`src/common/uart_pkg.sv`:
```
// Serial framing for the 8N1 link
package uart_pkg;

    // Clock cycles spent on each serial bit
    localparam int CLKS_PER_BIT = 16;

    // Payload bits per frame
    localparam int DATA_BITS = 8;

    // One data byte on the link or the host bus
    typedef logic [DATA_BITS-1:0] byte_t;

endpackage

```
`src/common/periph_pkg.sv`:
```
// Host register map and link protocol codes
package periph_pkg;

    // ----------------------------------------------------------------------
    // Register map
    // ----------------------------------------------------------------------
    typedef enum logic [2:0] {
        KEY_CODE  = 3'd0,
        CONTROL   = 3'd1,
        STATUS    = 3'd2,
        RX_BUFFER = 3'd3,
        TX_BUFFER = 3'd4
    } reg_addr_e;

    // Signal code in the upper nibble, anything else is a plain byte
    typedef enum logic [3:0] {
        KEY = 4'd1,
        CRC = 4'd2,
        RGC = 4'd3,
        BOS = 4'd4,
        DAT = 4'd5,
        EOS = 4'd6
    } sig_code_e;

    // Control register bits
    localparam int CTL_IRQ_EN = 0;

    // Status register bits
    localparam int ST_KEY_RDY  = 0;
    localparam int ST_BOS      = 1;
    localparam int ST_DAT      = 2;
    localparam int ST_EOS      = 3;
    localparam int ST_BYT      = 4;
    localparam int ST_CLI_GRNT = 5;
    localparam int ST_TXF      = 6;

    // Flags the controller can set, bits 0 up to ST_BYT
    localparam int EVT_FLAGS = ST_BYT + 1;

    // ----------------------------------------------------------------------
    // Bundles
    // ----------------------------------------------------------------------
    typedef struct packed {
        logic            write;
        reg_addr_e       addr;
        uart_pkg::byte_t wdata;
    } host_req_t;

    typedef struct packed {
        logic                 rx_store;
        logic                 key_store;
        uart_pkg::byte_t      data;
        logic [EVT_FLAGS-1:0] flag_set;
        logic                 grant;
    } link_event_t;

endpackage

```
`src/serial/uart_tx.sv`:
```
`timescale 1ns/1ns

module uart_tx (
    input  logic            clock,
    input  logic            reset,
    input  uart_pkg::byte_t data_i,
    input  logic            valid_i,
    output logic            ready_o,
    output logic            tx_o
);
    import uart_pkg::*;

    typedef enum logic [1:0] {TX_IDLE, TX_START, TX_DATA, TX_STOP} tx_state_e;

    tx_state_e                       state_q;
    logic [$clog2(CLKS_PER_BIT)-1:0] clk_cnt_q;
    logic [$clog2(DATA_BITS)-1:0]    bit_cnt_q;
    byte_t                           shift_q;
    logic                            bit_end;

    assign ready_o = (state_q == TX_IDLE);
    assign bit_end = (clk_cnt_q == CLKS_PER_BIT - 1);

    // ----------------------------------------------------------------------
    // Frame sequencing
    // ----------------------------------------------------------------------
    always_ff @(posedge clock) begin
        if (!reset) begin
            state_q   <= TX_IDLE;
            clk_cnt_q <= '0;
            bit_cnt_q <= '0;
            tx_o      <= 1'b1;
        end else if (state_q == TX_IDLE) begin
            // Start bit goes out right after the transfer
            if (valid_i) begin
                tx_o      <= 1'b0;
                clk_cnt_q <= '0;
                state_q   <= TX_START;
            end
        end else if (!bit_end) begin
            clk_cnt_q <= clk_cnt_q + 1'b1;
        end else begin
            clk_cnt_q <= '0;
            case (state_q)
                TX_START: begin
                    tx_o      <= shift_q[0];
                    bit_cnt_q <= '0;
                    state_q   <= TX_DATA;
                end
                TX_DATA: begin
                    if (bit_cnt_q == DATA_BITS - 1) begin
                        // Stop bit
                        tx_o    <= 1'b1;
                        state_q <= TX_STOP;
                    end else begin
                        tx_o      <= shift_q[0];
                        bit_cnt_q <= bit_cnt_q + 1'b1;
                    end
                end
                default: state_q <= TX_IDLE;
            endcase
        end
    end

    // LSB first, next bit always in shift_q[0]
    always_ff @(posedge clock) begin
        if (ready_o && valid_i) begin
            shift_q <= data_i;
        end else if (bit_end && (state_q == TX_START || state_q == TX_DATA)) begin
            shift_q <= shift_q >> 1;
        end
    end

    // Requester holds its request until the transmitter takes it
    a_valid_held : assert property (@(posedge clock) disable iff (!reset)
        valid_i && !ready_o |=> valid_i);

endmodule

```
`src/serial/uart_rx.sv`:
```
`timescale 1ns/1ns

module uart_rx (
    input  logic            clock,
    input  logic            reset,
    input  logic            rx_i,
    output uart_pkg::byte_t data_o,
    output logic            strobe_o
);
    import uart_pkg::*;

    typedef enum logic [1:0] {RX_IDLE, RX_START, RX_DATA, RX_STOP} rx_state_e;

    rx_state_e                       state_q;
    logic [1:0]                      sync_q;
    logic                            last_q;
    logic [$clog2(CLKS_PER_BIT)-1:0] clk_cnt_q;
    logic [$clog2(DATA_BITS)-1:0]    bit_cnt_q;
    logic                            line;
    logic                            fall;
    logic                            bit_end;

    // Synchronized line and its falling edge
    assign line    = sync_q[1];
    assign fall    = last_q && !line;
    assign bit_end = (clk_cnt_q == CLKS_PER_BIT - 1);

    // ----------------------------------------------------------------------
    // Frame sequencing
    // ----------------------------------------------------------------------
    always_ff @(posedge clock) begin
        if (!reset) begin
            sync_q    <= 2'b11;
            last_q    <= 1'b1;
            state_q   <= RX_IDLE;
            clk_cnt_q <= '0;
            bit_cnt_q <= '0;
            strobe_o  <= 1'b0;
        end else begin
            sync_q   <= {sync_q[0], rx_i};
            last_q   <= line;
            strobe_o <= 1'b0;
            case (state_q)
                RX_IDLE: begin
                    if (fall) begin
                        clk_cnt_q <= '0;
                        state_q   <= RX_START;
                    end
                end
                RX_START: begin
                    // Half a bit in, start must still read low
                    if (clk_cnt_q == CLKS_PER_BIT / 2 - 1) begin
                        clk_cnt_q <= '0;
                        bit_cnt_q <= '0;
                        state_q   <= line ? RX_IDLE : RX_DATA;
                    end else begin
                        clk_cnt_q <= clk_cnt_q + 1'b1;
                    end
                end
                RX_DATA: begin
                    if (bit_end) begin
                        clk_cnt_q <= '0;
                        if (bit_cnt_q == DATA_BITS - 1) begin
                            state_q <= RX_STOP;
                        end else begin
                            bit_cnt_q <= bit_cnt_q + 1'b1;
                        end
                    end else begin
                        clk_cnt_q <= clk_cnt_q + 1'b1;
                    end
                end
                default: begin
                    // Mid stop bit, bad frames are dropped here
                    if (bit_end) begin
                        clk_cnt_q <= '0;
                        strobe_o  <= line;
                        state_q   <= RX_IDLE;
                    end else begin
                        clk_cnt_q <= clk_cnt_q + 1'b1;
                    end
                end
            endcase
        end
    end

    // Shift in from the top, LSB arrives first
    always_ff @(posedge clock) begin
        if (state_q == RX_DATA && bit_end) begin
            data_o <= {line, data_o[DATA_BITS-1:1]};
        end
    end

endmodule

```
`src/tx_arbiter.sv`:
```
`timescale 1ns/1ns

module tx_arbiter (
    input  logic            clock,
    input  logic            reset,
    input  uart_pkg::byte_t sig_data_i,
    input  logic            sig_valid_i,
    output logic            sig_ready_o,
    input  uart_pkg::byte_t host_data_i,
    input  logic            host_valid_i,
    output logic            host_ready_o,
    output uart_pkg::byte_t data_o,
    output logic            valid_o,
    input  logic            ready_i
);
    // Last transfer went to the host side
    logic last_host_q;
    logic pick_host;

    // Host wins alone, or on a tie when the signal side went last
    assign pick_host    = host_valid_i && (!sig_valid_i || !last_host_q);
    assign data_o       = pick_host ? host_data_i : sig_data_i;
    assign valid_o      = sig_valid_i || host_valid_i;
    assign host_ready_o = ready_i && pick_host;
    assign sig_ready_o  = ready_i && !pick_host;

    always_ff @(posedge clock) begin
        if (!reset) begin
            last_host_q <= 1'b0;
        end else if (valid_o && ready_i) begin
            last_host_q <= pick_host;
        end
    end

    // Grant byte request left waiting stays raised until it is served
    a_sig_held : assert property (@(posedge clock) disable iff (!reset)
        sig_valid_i && !sig_ready_o |=> sig_valid_i);

endmodule

```
`src/reg_bank.sv`:
```
`timescale 1ns/1ns

module reg_bank (
    input  logic                   clock,
    input  logic                   reset,
    input  periph_pkg::host_req_t  host_i,
    output uart_pkg::byte_t        rdata_o,
    input  periph_pkg::link_event_t event_i,
    output uart_pkg::byte_t        tx_data_o,
    output logic                   tx_valid_o,
    input  logic                   tx_ready_i,
    output logic                   irq_o
);
    import uart_pkg::*;
    import periph_pkg::*;

    byte_t                key_code_q;
    byte_t                control_q;
    byte_t                rx_buf_q;
    byte_t                tx_buf_q;
    logic [EVT_FLAGS-1:0] flags_q;
    logic                 txf_q;
    logic [EVT_FLAGS-1:0] clear_mask;
    byte_t                status_rd;

    // Write-one-to-clear on the event flags only
    assign clear_mask = (host_i.write && host_i.addr == STATUS) ?
                        host_i.wdata[EVT_FLAGS-1:0] : '0;

    assign tx_data_o  = tx_buf_q;
    assign tx_valid_o = txf_q;
    assign irq_o      = flags_q[ST_KEY_RDY] && control_q[CTL_IRQ_EN];

    // ----------------------------------------------------------------------
    // Register updates
    // ----------------------------------------------------------------------
    always_ff @(posedge clock) begin
        if (!reset) begin
            key_code_q <= '0;
            control_q  <= '0;
            rx_buf_q   <= '0;
            tx_buf_q   <= '0;
            flags_q    <= '0;
            txf_q      <= 1'b0;
        end else begin
            // Event sets beat a host clear in the same cycle
            flags_q <= (flags_q & ~clear_mask) | event_i.flag_set;
            if (event_i.rx_store) begin
                rx_buf_q <= event_i.data;
            end
            if (event_i.key_store) begin
                key_code_q <= event_i.data;
            end
            if (host_i.write && host_i.addr == CONTROL) begin
                control_q <= host_i.wdata;
            end
            // New write reloads the buffer, else the transfer empties it
            if (host_i.write && host_i.addr == TX_BUFFER) begin
                tx_buf_q <= host_i.wdata;
                txf_q    <= 1'b1;
            end else if (txf_q && tx_ready_i) begin
                txf_q <= 1'b0;
            end
        end
    end

    // ----------------------------------------------------------------------
    // Read side
    // ----------------------------------------------------------------------
    always_comb begin
        status_rd                       = '0;
        status_rd[EVT_FLAGS-1:0]        = flags_q;
        status_rd[ST_CLI_GRNT]          = event_i.grant;
        status_rd[ST_TXF]               = txf_q;
    end

    always_comb begin
        case (host_i.addr)
            KEY_CODE:  rdata_o = key_code_q;
            CONTROL:   rdata_o = control_q;
            STATUS:    rdata_o = status_rd;
            RX_BUFFER: rdata_o = rx_buf_q;
            TX_BUFFER: rdata_o = tx_buf_q;
            default:   rdata_o = '0;
        endcase
    end

endmodule

```
`src/link_controller.sv`:
```
`timescale 1ns/1ns

module link_controller (
    input  logic                    clock,
    input  logic                    reset,
    input  uart_pkg::byte_t         rx_data_i,
    input  logic                    rx_strobe_i,
    output periph_pkg::link_event_t event_o,
    output uart_pkg::byte_t         sig_data_o,
    output logic                    sig_valid_o,
    input  logic                    sig_ready_i
);
    import periph_pkg::*;

    typedef enum logic [1:0] {LC_IDLE, LC_KEY_WAIT, LC_CLIENT} mode_e;

    mode_e      mode_q;
    logic [3:0] code;
    logic       sig_req;

    assign code = rx_data_i[7:4];

    // Only grant byte ever sent from here
    assign sig_data_o = {RGC, 4'h0};

    // Control request seen while idle
    assign sig_req = rx_strobe_i && mode_q == LC_IDLE && code == CRC;

    // ----------------------------------------------------------------------
    // Byte classification
    // ----------------------------------------------------------------------
    always_ff @(posedge clock) begin
        if (!reset) begin
            mode_q  <= LC_IDLE;
            event_o <= '0;
        end else begin
            // Strobes last one cycle, grant is a level
            event_o.rx_store  <= 1'b0;
            event_o.key_store <= 1'b0;
            event_o.flag_set  <= '0;
            if (rx_strobe_i) begin
                event_o.data <= rx_data_i;
                case (mode_q)
                    LC_IDLE: begin
                        if (code == KEY) begin
                            mode_q <= LC_KEY_WAIT;
                        end else if (code == CRC) begin
                            event_o.grant <= 1'b1;
                            mode_q        <= LC_CLIENT;
                        end else begin
                            event_o.rx_store <= 1'b1;
                        end
                    end
                    LC_KEY_WAIT: begin
                        // Whole byte is the key code
                        event_o.key_store            <= 1'b1;
                        event_o.flag_set[ST_KEY_RDY] <= 1'b1;
                        mode_q                       <= LC_IDLE;
                    end
                    default: begin
                        event_o.rx_store <= 1'b1;
                        case (code)
                            BOS: event_o.flag_set[ST_BOS] <= 1'b1;
                            DAT: event_o.flag_set[ST_DAT] <= 1'b1;
                            EOS: begin
                                // End of stream hands control back
                                event_o.flag_set[ST_EOS] <= 1'b1;
                                event_o.grant            <= 1'b0;
                                mode_q                   <= LC_IDLE;
                            end
                            default: event_o.flag_set[ST_BYT] <= 1'b1;
                        endcase
                    end
                endcase
            end
        end
    end

    // Grant byte request, held until the arbiter takes it
    always_ff @(posedge clock) begin
        if (!reset) begin
            sig_valid_o <= 1'b0;
        end else if (sig_req) begin
            sig_valid_o <= 1'b1;
        end else if (sig_ready_i) begin
            sig_valid_o <= 1'b0;
        end
    end

    // Previous RGC must be on its way before another CRC is granted
    a_no_double_req : assert property (@(posedge clock) disable iff (!reset)
        sig_req |-> !sig_valid_o || sig_ready_i);

endmodule

```
`src/uart_periph_top.sv`:
```
`timescale 1ns/1ns

module uart_periph_top (
    input  logic                clock,
    input  logic                reset,
    input  periph_pkg::host_req_t host_i,
    output uart_pkg::byte_t     rdata_o,
    input  logic                rx_i,
    output logic                tx_o,
    output logic                irq_o
);
    import uart_pkg::*;
    import periph_pkg::*;

    // Receive path
    byte_t       rx_data;
    logic        rx_strobe;
    link_event_t link_event;

    // Byte sources toward the arbiter
    byte_t sig_data;
    logic  sig_valid;
    logic  sig_ready;
    byte_t host_data;
    logic  host_valid;
    logic  host_ready;

    // Arbiter to transmitter
    byte_t tx_data;
    logic  tx_valid;
    logic  tx_ready;

    reg_bank reg_bank0 (
        .clock      (clock),
        .reset      (reset),
        .host_i     (host_i),
        .rdata_o    (rdata_o),
        .event_i    (link_event),
        .tx_data_o  (host_data),
        .tx_valid_o (host_valid),
        .tx_ready_i (host_ready),
        .irq_o      (irq_o)
    );

    link_controller link_ctrl0 (
        .clock       (clock),
        .reset       (reset),
        .rx_data_i   (rx_data),
        .rx_strobe_i (rx_strobe),
        .event_o     (link_event),
        .sig_data_o  (sig_data),
        .sig_valid_o (sig_valid),
        .sig_ready_i (sig_ready)
    );

    tx_arbiter tx_arb0 (
        .clock        (clock),
        .reset        (reset),
        .sig_data_i   (sig_data),
        .sig_valid_i  (sig_valid),
        .sig_ready_o  (sig_ready),
        .host_data_i  (host_data),
        .host_valid_i (host_valid),
        .host_ready_o (host_ready),
        .data_o       (tx_data),
        .valid_o      (tx_valid),
        .ready_i      (tx_ready)
    );

    uart_tx uart_tx0 (
        .clock   (clock),
        .reset   (reset),
        .data_i  (tx_data),
        .valid_i (tx_valid),
        .ready_o (tx_ready),
        .tx_o    (tx_o)
    );

    uart_rx uart_rx0 (
        .clock    (clock),
        .reset    (reset),
        .rx_i     (rx_i),
        .data_o   (rx_data),
        .strobe_o (rx_strobe)
    );

endmodule

```
`config.mk`:
```
export PLATFORM = sky130hd
export DESIGN_NAME = uart_periph_top
export DESIGN_NICKNAME = d
export VERILOG_FILES = /design/src/common/uart_pkg.sv /design/src/common/periph_pkg.sv /design/src/serial/uart_tx.sv /design/src/serial/uart_rx.sv /design/src/tx_arbiter.sv /design/src/reg_bank.sv /design/src/link_controller.sv /design/src/uart_periph_top.sv
export SDC_FILE = /design/constraint.sdc
export NUM_CORES = 1
export LEC_CHECK = 0
export ABC_AREA = 1
export BUFFER_PORTS_ARGS = -buffer_cell sky130_fd_sc_hd__buf_4
export CAP_MARGIN = 20
export CORE_AREA = 2 2 117 119
export CTS_BUF_LIST = sky130_fd_sc_hd__clkbuf_8
export DETAILED_ROUTE_END_ITERATION = 6
export DIE_AREA = 0 0 119 121
export GPL_TIMING_DRIVEN = 0
export PLACE_DENSITY_LB_ADDON = 0.1
export SYNTH_ARGS = -nofsm -noshare
export SYNTH_HDL_FRONTEND = slang
export SYNTH_HIERARCHICAL = 1
export SYNTH_SLANG_ARGS = --single-unit
```
`constraint.sdc`:
```
create_clock -name clock -period 4.26 [get_ports clock]
set_clock_uncertainty 0.2 [all_clocks]
set_input_delay 0.852 -clock clock [delete_from_list [all_inputs] [get_ports clock]]
set_output_delay 0.852 -clock clock [all_outputs]
set_load 0.005 [all_outputs]
```
=== Word level (Yosys, flattened, before mapping) ===
Index checks and enable logic that the tools add are counted.

* Bits in registers: 96
* Latch bits: 0
* Bits in writable memories: 0
* ROM bits: 0
* Input port bits: 15
* Output and inout port bits: 10
* Logic and storage cells: 169
* Memories: 0

* Add/subtract/negate cells: 4
* Multiply operators: 0
* Div/mod/pow operators: 0
* Magnitude comparators: 0
* Equality and inequality tests: 30
* Shift-type cells: 0
* Mux-type cells: 55
* Bitwise operators: 8
* Reduce and logical (&&, ||, !) cells: 46

{| class="wikitable"
|+ Operators by type and width
! kind !! count
|-
| $pmux W8 S5 || 1
|-
| $mux W2 || 13
|-
| $mux W4 || 6
|-
| $mux W8 || 3
|-
| $mux W1 || 18
|-
| $eq A4 B3 Y1 const B || 4
|-
| $logic_and A1 B1 Y1 || 14
|-
| $reduce_bool A2 Y1 || 7
|-
| $mux W3 || 4
|-
| $pmux W3 S2 || 2
|-
| $ne A2 B1 Y1 const B || 5
|-
| $reduce_and A5 Y1 || 2
|-
| $eq A3 B3 Y1 const B || 3
|-
| $reduce_and A3 Y1 || 3
|-
| $reduce_bool A3 Y1 || 3
|-
| $add A4 B1 Y4 const B || 2
|-
| $eq A4 B4 Y1 const B || 2
|-
| $ne A2 B2 Y1 const B || 4
|-
| $pmux W2 S2 || 2
|-
| $pmux W4 S2 || 1
|-
| $reduce_and A4 Y1 || 2
|-
| $add A3 B1 Y3 const B || 2
|-
| $eq A2 B1 Y1 const B || 3
|-
| $eq A3 B2 Y1 const B || 2
|-
| 21 further kinds || 35
|}

=== Logic depth before layout (Yosys ltp) ===
* Word-level depth: 7
* Mapped depth: 10
* Depth with buffers taken out: 10

=== Hierarchy ===
The synthesis kept the hierarchy.

{| class="wikitable"
|+ By module, submodules not included
! module !! times used !! cells each !! area each (um^2) !! seq. area each (um^2)
|-
| reg_bank || 1 || 253 || 1,715.4 || 760.7
|-
| uart_rx || 1 || 99 || 929.6 || 500.5
|-
| uart_tx || 1 || 101 || 923.4 || 440.4
|-
| link_controller || 1 || 98 || 745.7 || 360.3
|-
| tx_arbiter || 1 || 37 || 166.4 || 20.0
|}

=== Least setup slack after synthesis ===
OpenSTA, ideal clock, no wires.

* Path type: input to output
* Start point: input port host_i[8] (netlist bit)
* End point: output port rdata_o[1]
* Data arrival time: 1.446 ns
* Required time: 3.208 ns
* Slack: 1.762 ns
* Stages: 6
* Buffers on the path: 1
* Cells stage by stage: buf_6 > nor3_4 > nand2_1 > nand2_1 > nor2_1 > nand2_1

* Word-level cells in the longest chain between the ends: 2
* Elaborated cells on any way between the ends: 6
* Those cells by class: 4 x eq/ne; 1 x mux; 1 x reduce/logical

{| class="wikitable"
|+ Ends and longest elaborated chain
! element !! RTL line !! RTL
|-
| start, declared || uart_periph_top.sv:6 || <nowiki>input periph_pkg::host_req_t host_i,</nowiki>
|-
| $eq A3 B3 Y1 (tied with other cells) || reg_bank.sv:78 || <nowiki>case (host_i.addr)</nowiki>
|-
| $pmux W8 S5 * || reg_bank.sv:78 ||
|-
| end, declared || uart_periph_top.sv:7 || <nowiki>output uart_pkg::byte_t rdata_o,</nowiki>
|}

Mark *: on every way between the ends. The rest lies on a longest branch, timed or not.

=== Worst setup path in the final report ===
* Start point: input port host_i[9] (netlist bit)
* End point: output port rdata_o[5]

The elaborated chain is that of the path after synthesis.

==> results.yml <==
worst_setup_path:
  crit_chain: "buf_4 > inv_1 > nand3_2 > inv_2 > nand2_1 > nand2_1 > nor2_1 > nand2_1 > buf_4"
  end_kind: "primary output"
  startpoint: "host_i[9]"
  cp-endpoint: "rdata_o[5]"
  max_stage_delay_ns: 0.19
  r2r-start: "uart_rx0/state_q[0]"
  worstSetupPathType: "input pin to primary output"
  cp_common_cell: "nand2_1"
  start_kind: "input pin"
  r2r_slack_ns: 2.28
  crit_fanout: 9
  slowest_stage: "inv_2"
  r2r-end: "uart_rx0/data_o[6]"
  cp.arrival_ns: 1.86
  crit_required_ns: 3.21
  r2r_cells: 4
power_and_ir_drop:
  p_leak_uw: 0.00233
  powerDensity_nw_per_um2: 385
  peakVddDrop_v: 0.000175
  design_power_total_uw: 1960
yosys:
  muxShareOfSynthArea_pct: 1.76
  synthAdderAreaFrac_pct: 3.63
  netlist_area_sq_um: 4480
  ys_warn_count: 6
  syn_avg_cell_area_sq_um: 7.62
  synth_top_family_by_area: "simple AND/OR/NAND/NOR gates"
  synth-simple-area-share_pct: 31.1
  ys_seq_area_share_pct: 46.5
  async_reset_ff_share_pct: 0
  synth_edf_count: 16
  synth_xor_area_share_pct: 0.195
  syn_inst: 588
  synth_flop_cell: "dfxtp_1"
  ys_types: 34
  synth-seq-cells: 96
  synth_compound_area_share_pct: 9.41
timing:
  hold_viol: 0
  tns_ns: 0
  max_freq_mhz: 344
  tightest_slew_ns: 0.700
  maxSlewHeadroom_pct: 53.2
  drv_slew: 0
  rsz0062_at_grt: "false"
  fin_crit_ns: 2.91
  min_period_over_period_pct: 68.3
  setup_viol: 0
route:
  ant_nets: 0
  drcViolationCount: 0
  drtIter0Drc: 225
  vias: 3748
  wirelength_um: 10300
  drtPass1Iterations: 5
  vias_per_cell: 4.63
  wl_per_cell_um: 12.8
cts:
  htreeDepth: 3
  cts_root_buf: "clkbuf_8"
  worstSkewPairLatency_ns: 0.37
  postCtsSetupRepairBufs: 0
  path_clk_slew_ns: 0.09
  clock_sinks: 96
  clock_path_buffers: 2
  cts_resized: 0
  ctsHoldBuffers: 0
  cts_tree: "built"
  cts_made_buffers: 9
placed_design:
  dp_hpwl_um: 7810
  gp_congestion: 0.808
  io_buffers: 23
run:
  drv_cap: 0
die:
  core_region_area_sq_um: 13100
  ios: 25
  die_w_um: 119
  initial_core_util_pct: 34.2
  placementRows: 42
  die_y_um: 121
  die_area_sq_um: 14400
global_route:
  grt_start_max_net_pins: 21
  antenna_found_initial: 0
  grt_overflow: 0
  grt_pass1_vias: 3579
  grt_pass1_wl_um: 17000
  grtUsageTotal_pct: 15.1
layout:
  areaGrowthSynthToFinish_pct: 13.5
  antenna_cells: 0
  mostFrequentLayoutCell: "nand2_1"
  final_cell_mix: "nand2_1 (136), nor2_1 (113), dfxtp_1 (80), inv_1 (40), o21ai_0 (34)"
  drive_gt1_share_pct: 16.9
  nets: 657
worst_hold_path:
  hp-class: "register to register"
status:
  status: "finished clean"
==> synth_stat cells, types with 2 or more instances <==
cell,number,share of area [%]
mux2_2,7,1.8
nand3_2,4,0.89
nand2_1,136,11
conb_1,2,0.17
buf_6,2,0.50
edfxtp_1,16,11
clkbuf_1,3,0.25
inv_2,13,1.1
a21oi_1,25,2.8
nand2_4,2,0.50
a21oi_2,2,0.39
inv_1,40,3.4
o21bai_1,2,0.34
buf_4,10,1.7
nor3_1,2,0.22
dfxtp_1,80,36
nand3_1,23,2.6
o21ai_1,14,1.6
nand4_1,14,2.0
or2_2,4,0.56
nor2_1,113,9.5
nand2_2,9,1.3
buf_2,2,0.22
nor2_2,4,0.56
nor2_4,5,1.3
o21ai_0,34,3.8
ha_1,13,3.6
==> state kept, by name, summed over array words and instances (netlist names), 2 cells and up <==
name and cells:
reg_bank0/control_q 8, uart_tx0/clk_cnt_q 4, link_ctrl0/event_o 15, uart_tx0/bit_cnt_q 3, uart_rx0/data_o 8, reg_bank0/flags_q 5, uart_tx0/shift_q 8, reg_bank0/key_code_q 8
uart_rx0/bit_cnt_q 3, link_ctrl0/mode_q 2, reg_bank0/tx_data_o 8, uart_rx0/clk_cnt_q 4, uart_tx0/state_q 2, reg_bank0/rx_buf_q 8, uart_rx0/sync_q 2, uart_rx0/state_q 2
==> per-layer routing <==
metal  share of wire [%]  vias up  GRT usage (%)
li1                    -     1960              -
met2                  47       53           25.2
met4                 2.4        0           7.44
met1                  47     1720           18.2
met3                 3.2       15           3.76
met5                   0        -              0
==> report_power, final <==
group / internal [uW] / switching (uW)
sequential: 967 / 35.9
combinational: 146 / 256
clock: 242 / 312
total: 1350 / 605
==> cell type report <==
type	instances	area (sq um)
sequential	96	2080
buffer	17	119
tap	176	220
fill	1393	8000
inverter	54	205
multi-input combinational	427	2100
clock inverter	5	28.8
timing repair buffer	24	180
clock buffer	11	151
==> worst min-delay path by stage <==
stage / start / to / slack (ns) / cells past startpoint
floorplan: uart_rx0/sync_q[0] / uart_rx0/sync_q[1] / 0.19 / 1
global placement: uart_rx0/sync_q[0] / uart_rx0/sync_q[1] / 0.20 / 1
detailed placement: uart_rx0/sync_q[0] / uart_rx0/sync_q[1] / 0.20 / 1
CTS: uart_rx0/sync_q[0] / uart_rx0/sync_q[1] / 0.22 / 1
global route: uart_rx0/sync_q[0] / uart_rx0/sync_q[1] / 0.24 / 1
finish: uart_rx0/sync_q[0] / uart_rx0/sync_q[1] / 0.22 / 1
==> cells by family (layout without fill, tap and decap cells) <==
| logic type | after synthesis | after routing |
|---|---|---|
| muxes | 7 | 7 |
| AOI/OAI and AO/OA | 80 | 80 |
| adders and majority gates | 13 | 13 |
| other | 2 | 8 |
| xor gates and xnor gates | 1 | 1 |
| buffers and inverters | 71 | 111 |
| and+or+nand+nor | 318 | 318 |
| DFF | 96 | 96 |
==> worst max-delay path: cells and delay by family <==
kind                   cells  cell delay [ns]
and+or+nand+nor            5             0.44
buffers and inverters      4             0.55
==> stage by stage <==
step                      setup WS [ns]  cell area, sq um  util, %  instances  hold slack [ns]
final                              1.35              5080     38.9        810            0.220
after global routing               1.25              5080     38.9        810            0.245
after CTS                          1.32              5080     38.8        809            0.219
after detailed placement           1.32              4900     37.4        793            0.199
after global placement             1.30              4900     37.4        793            0.196
after floorplan                    1.76              4500        -        594            0.193
Note: power is estimated with default switching activity, not from simulation.
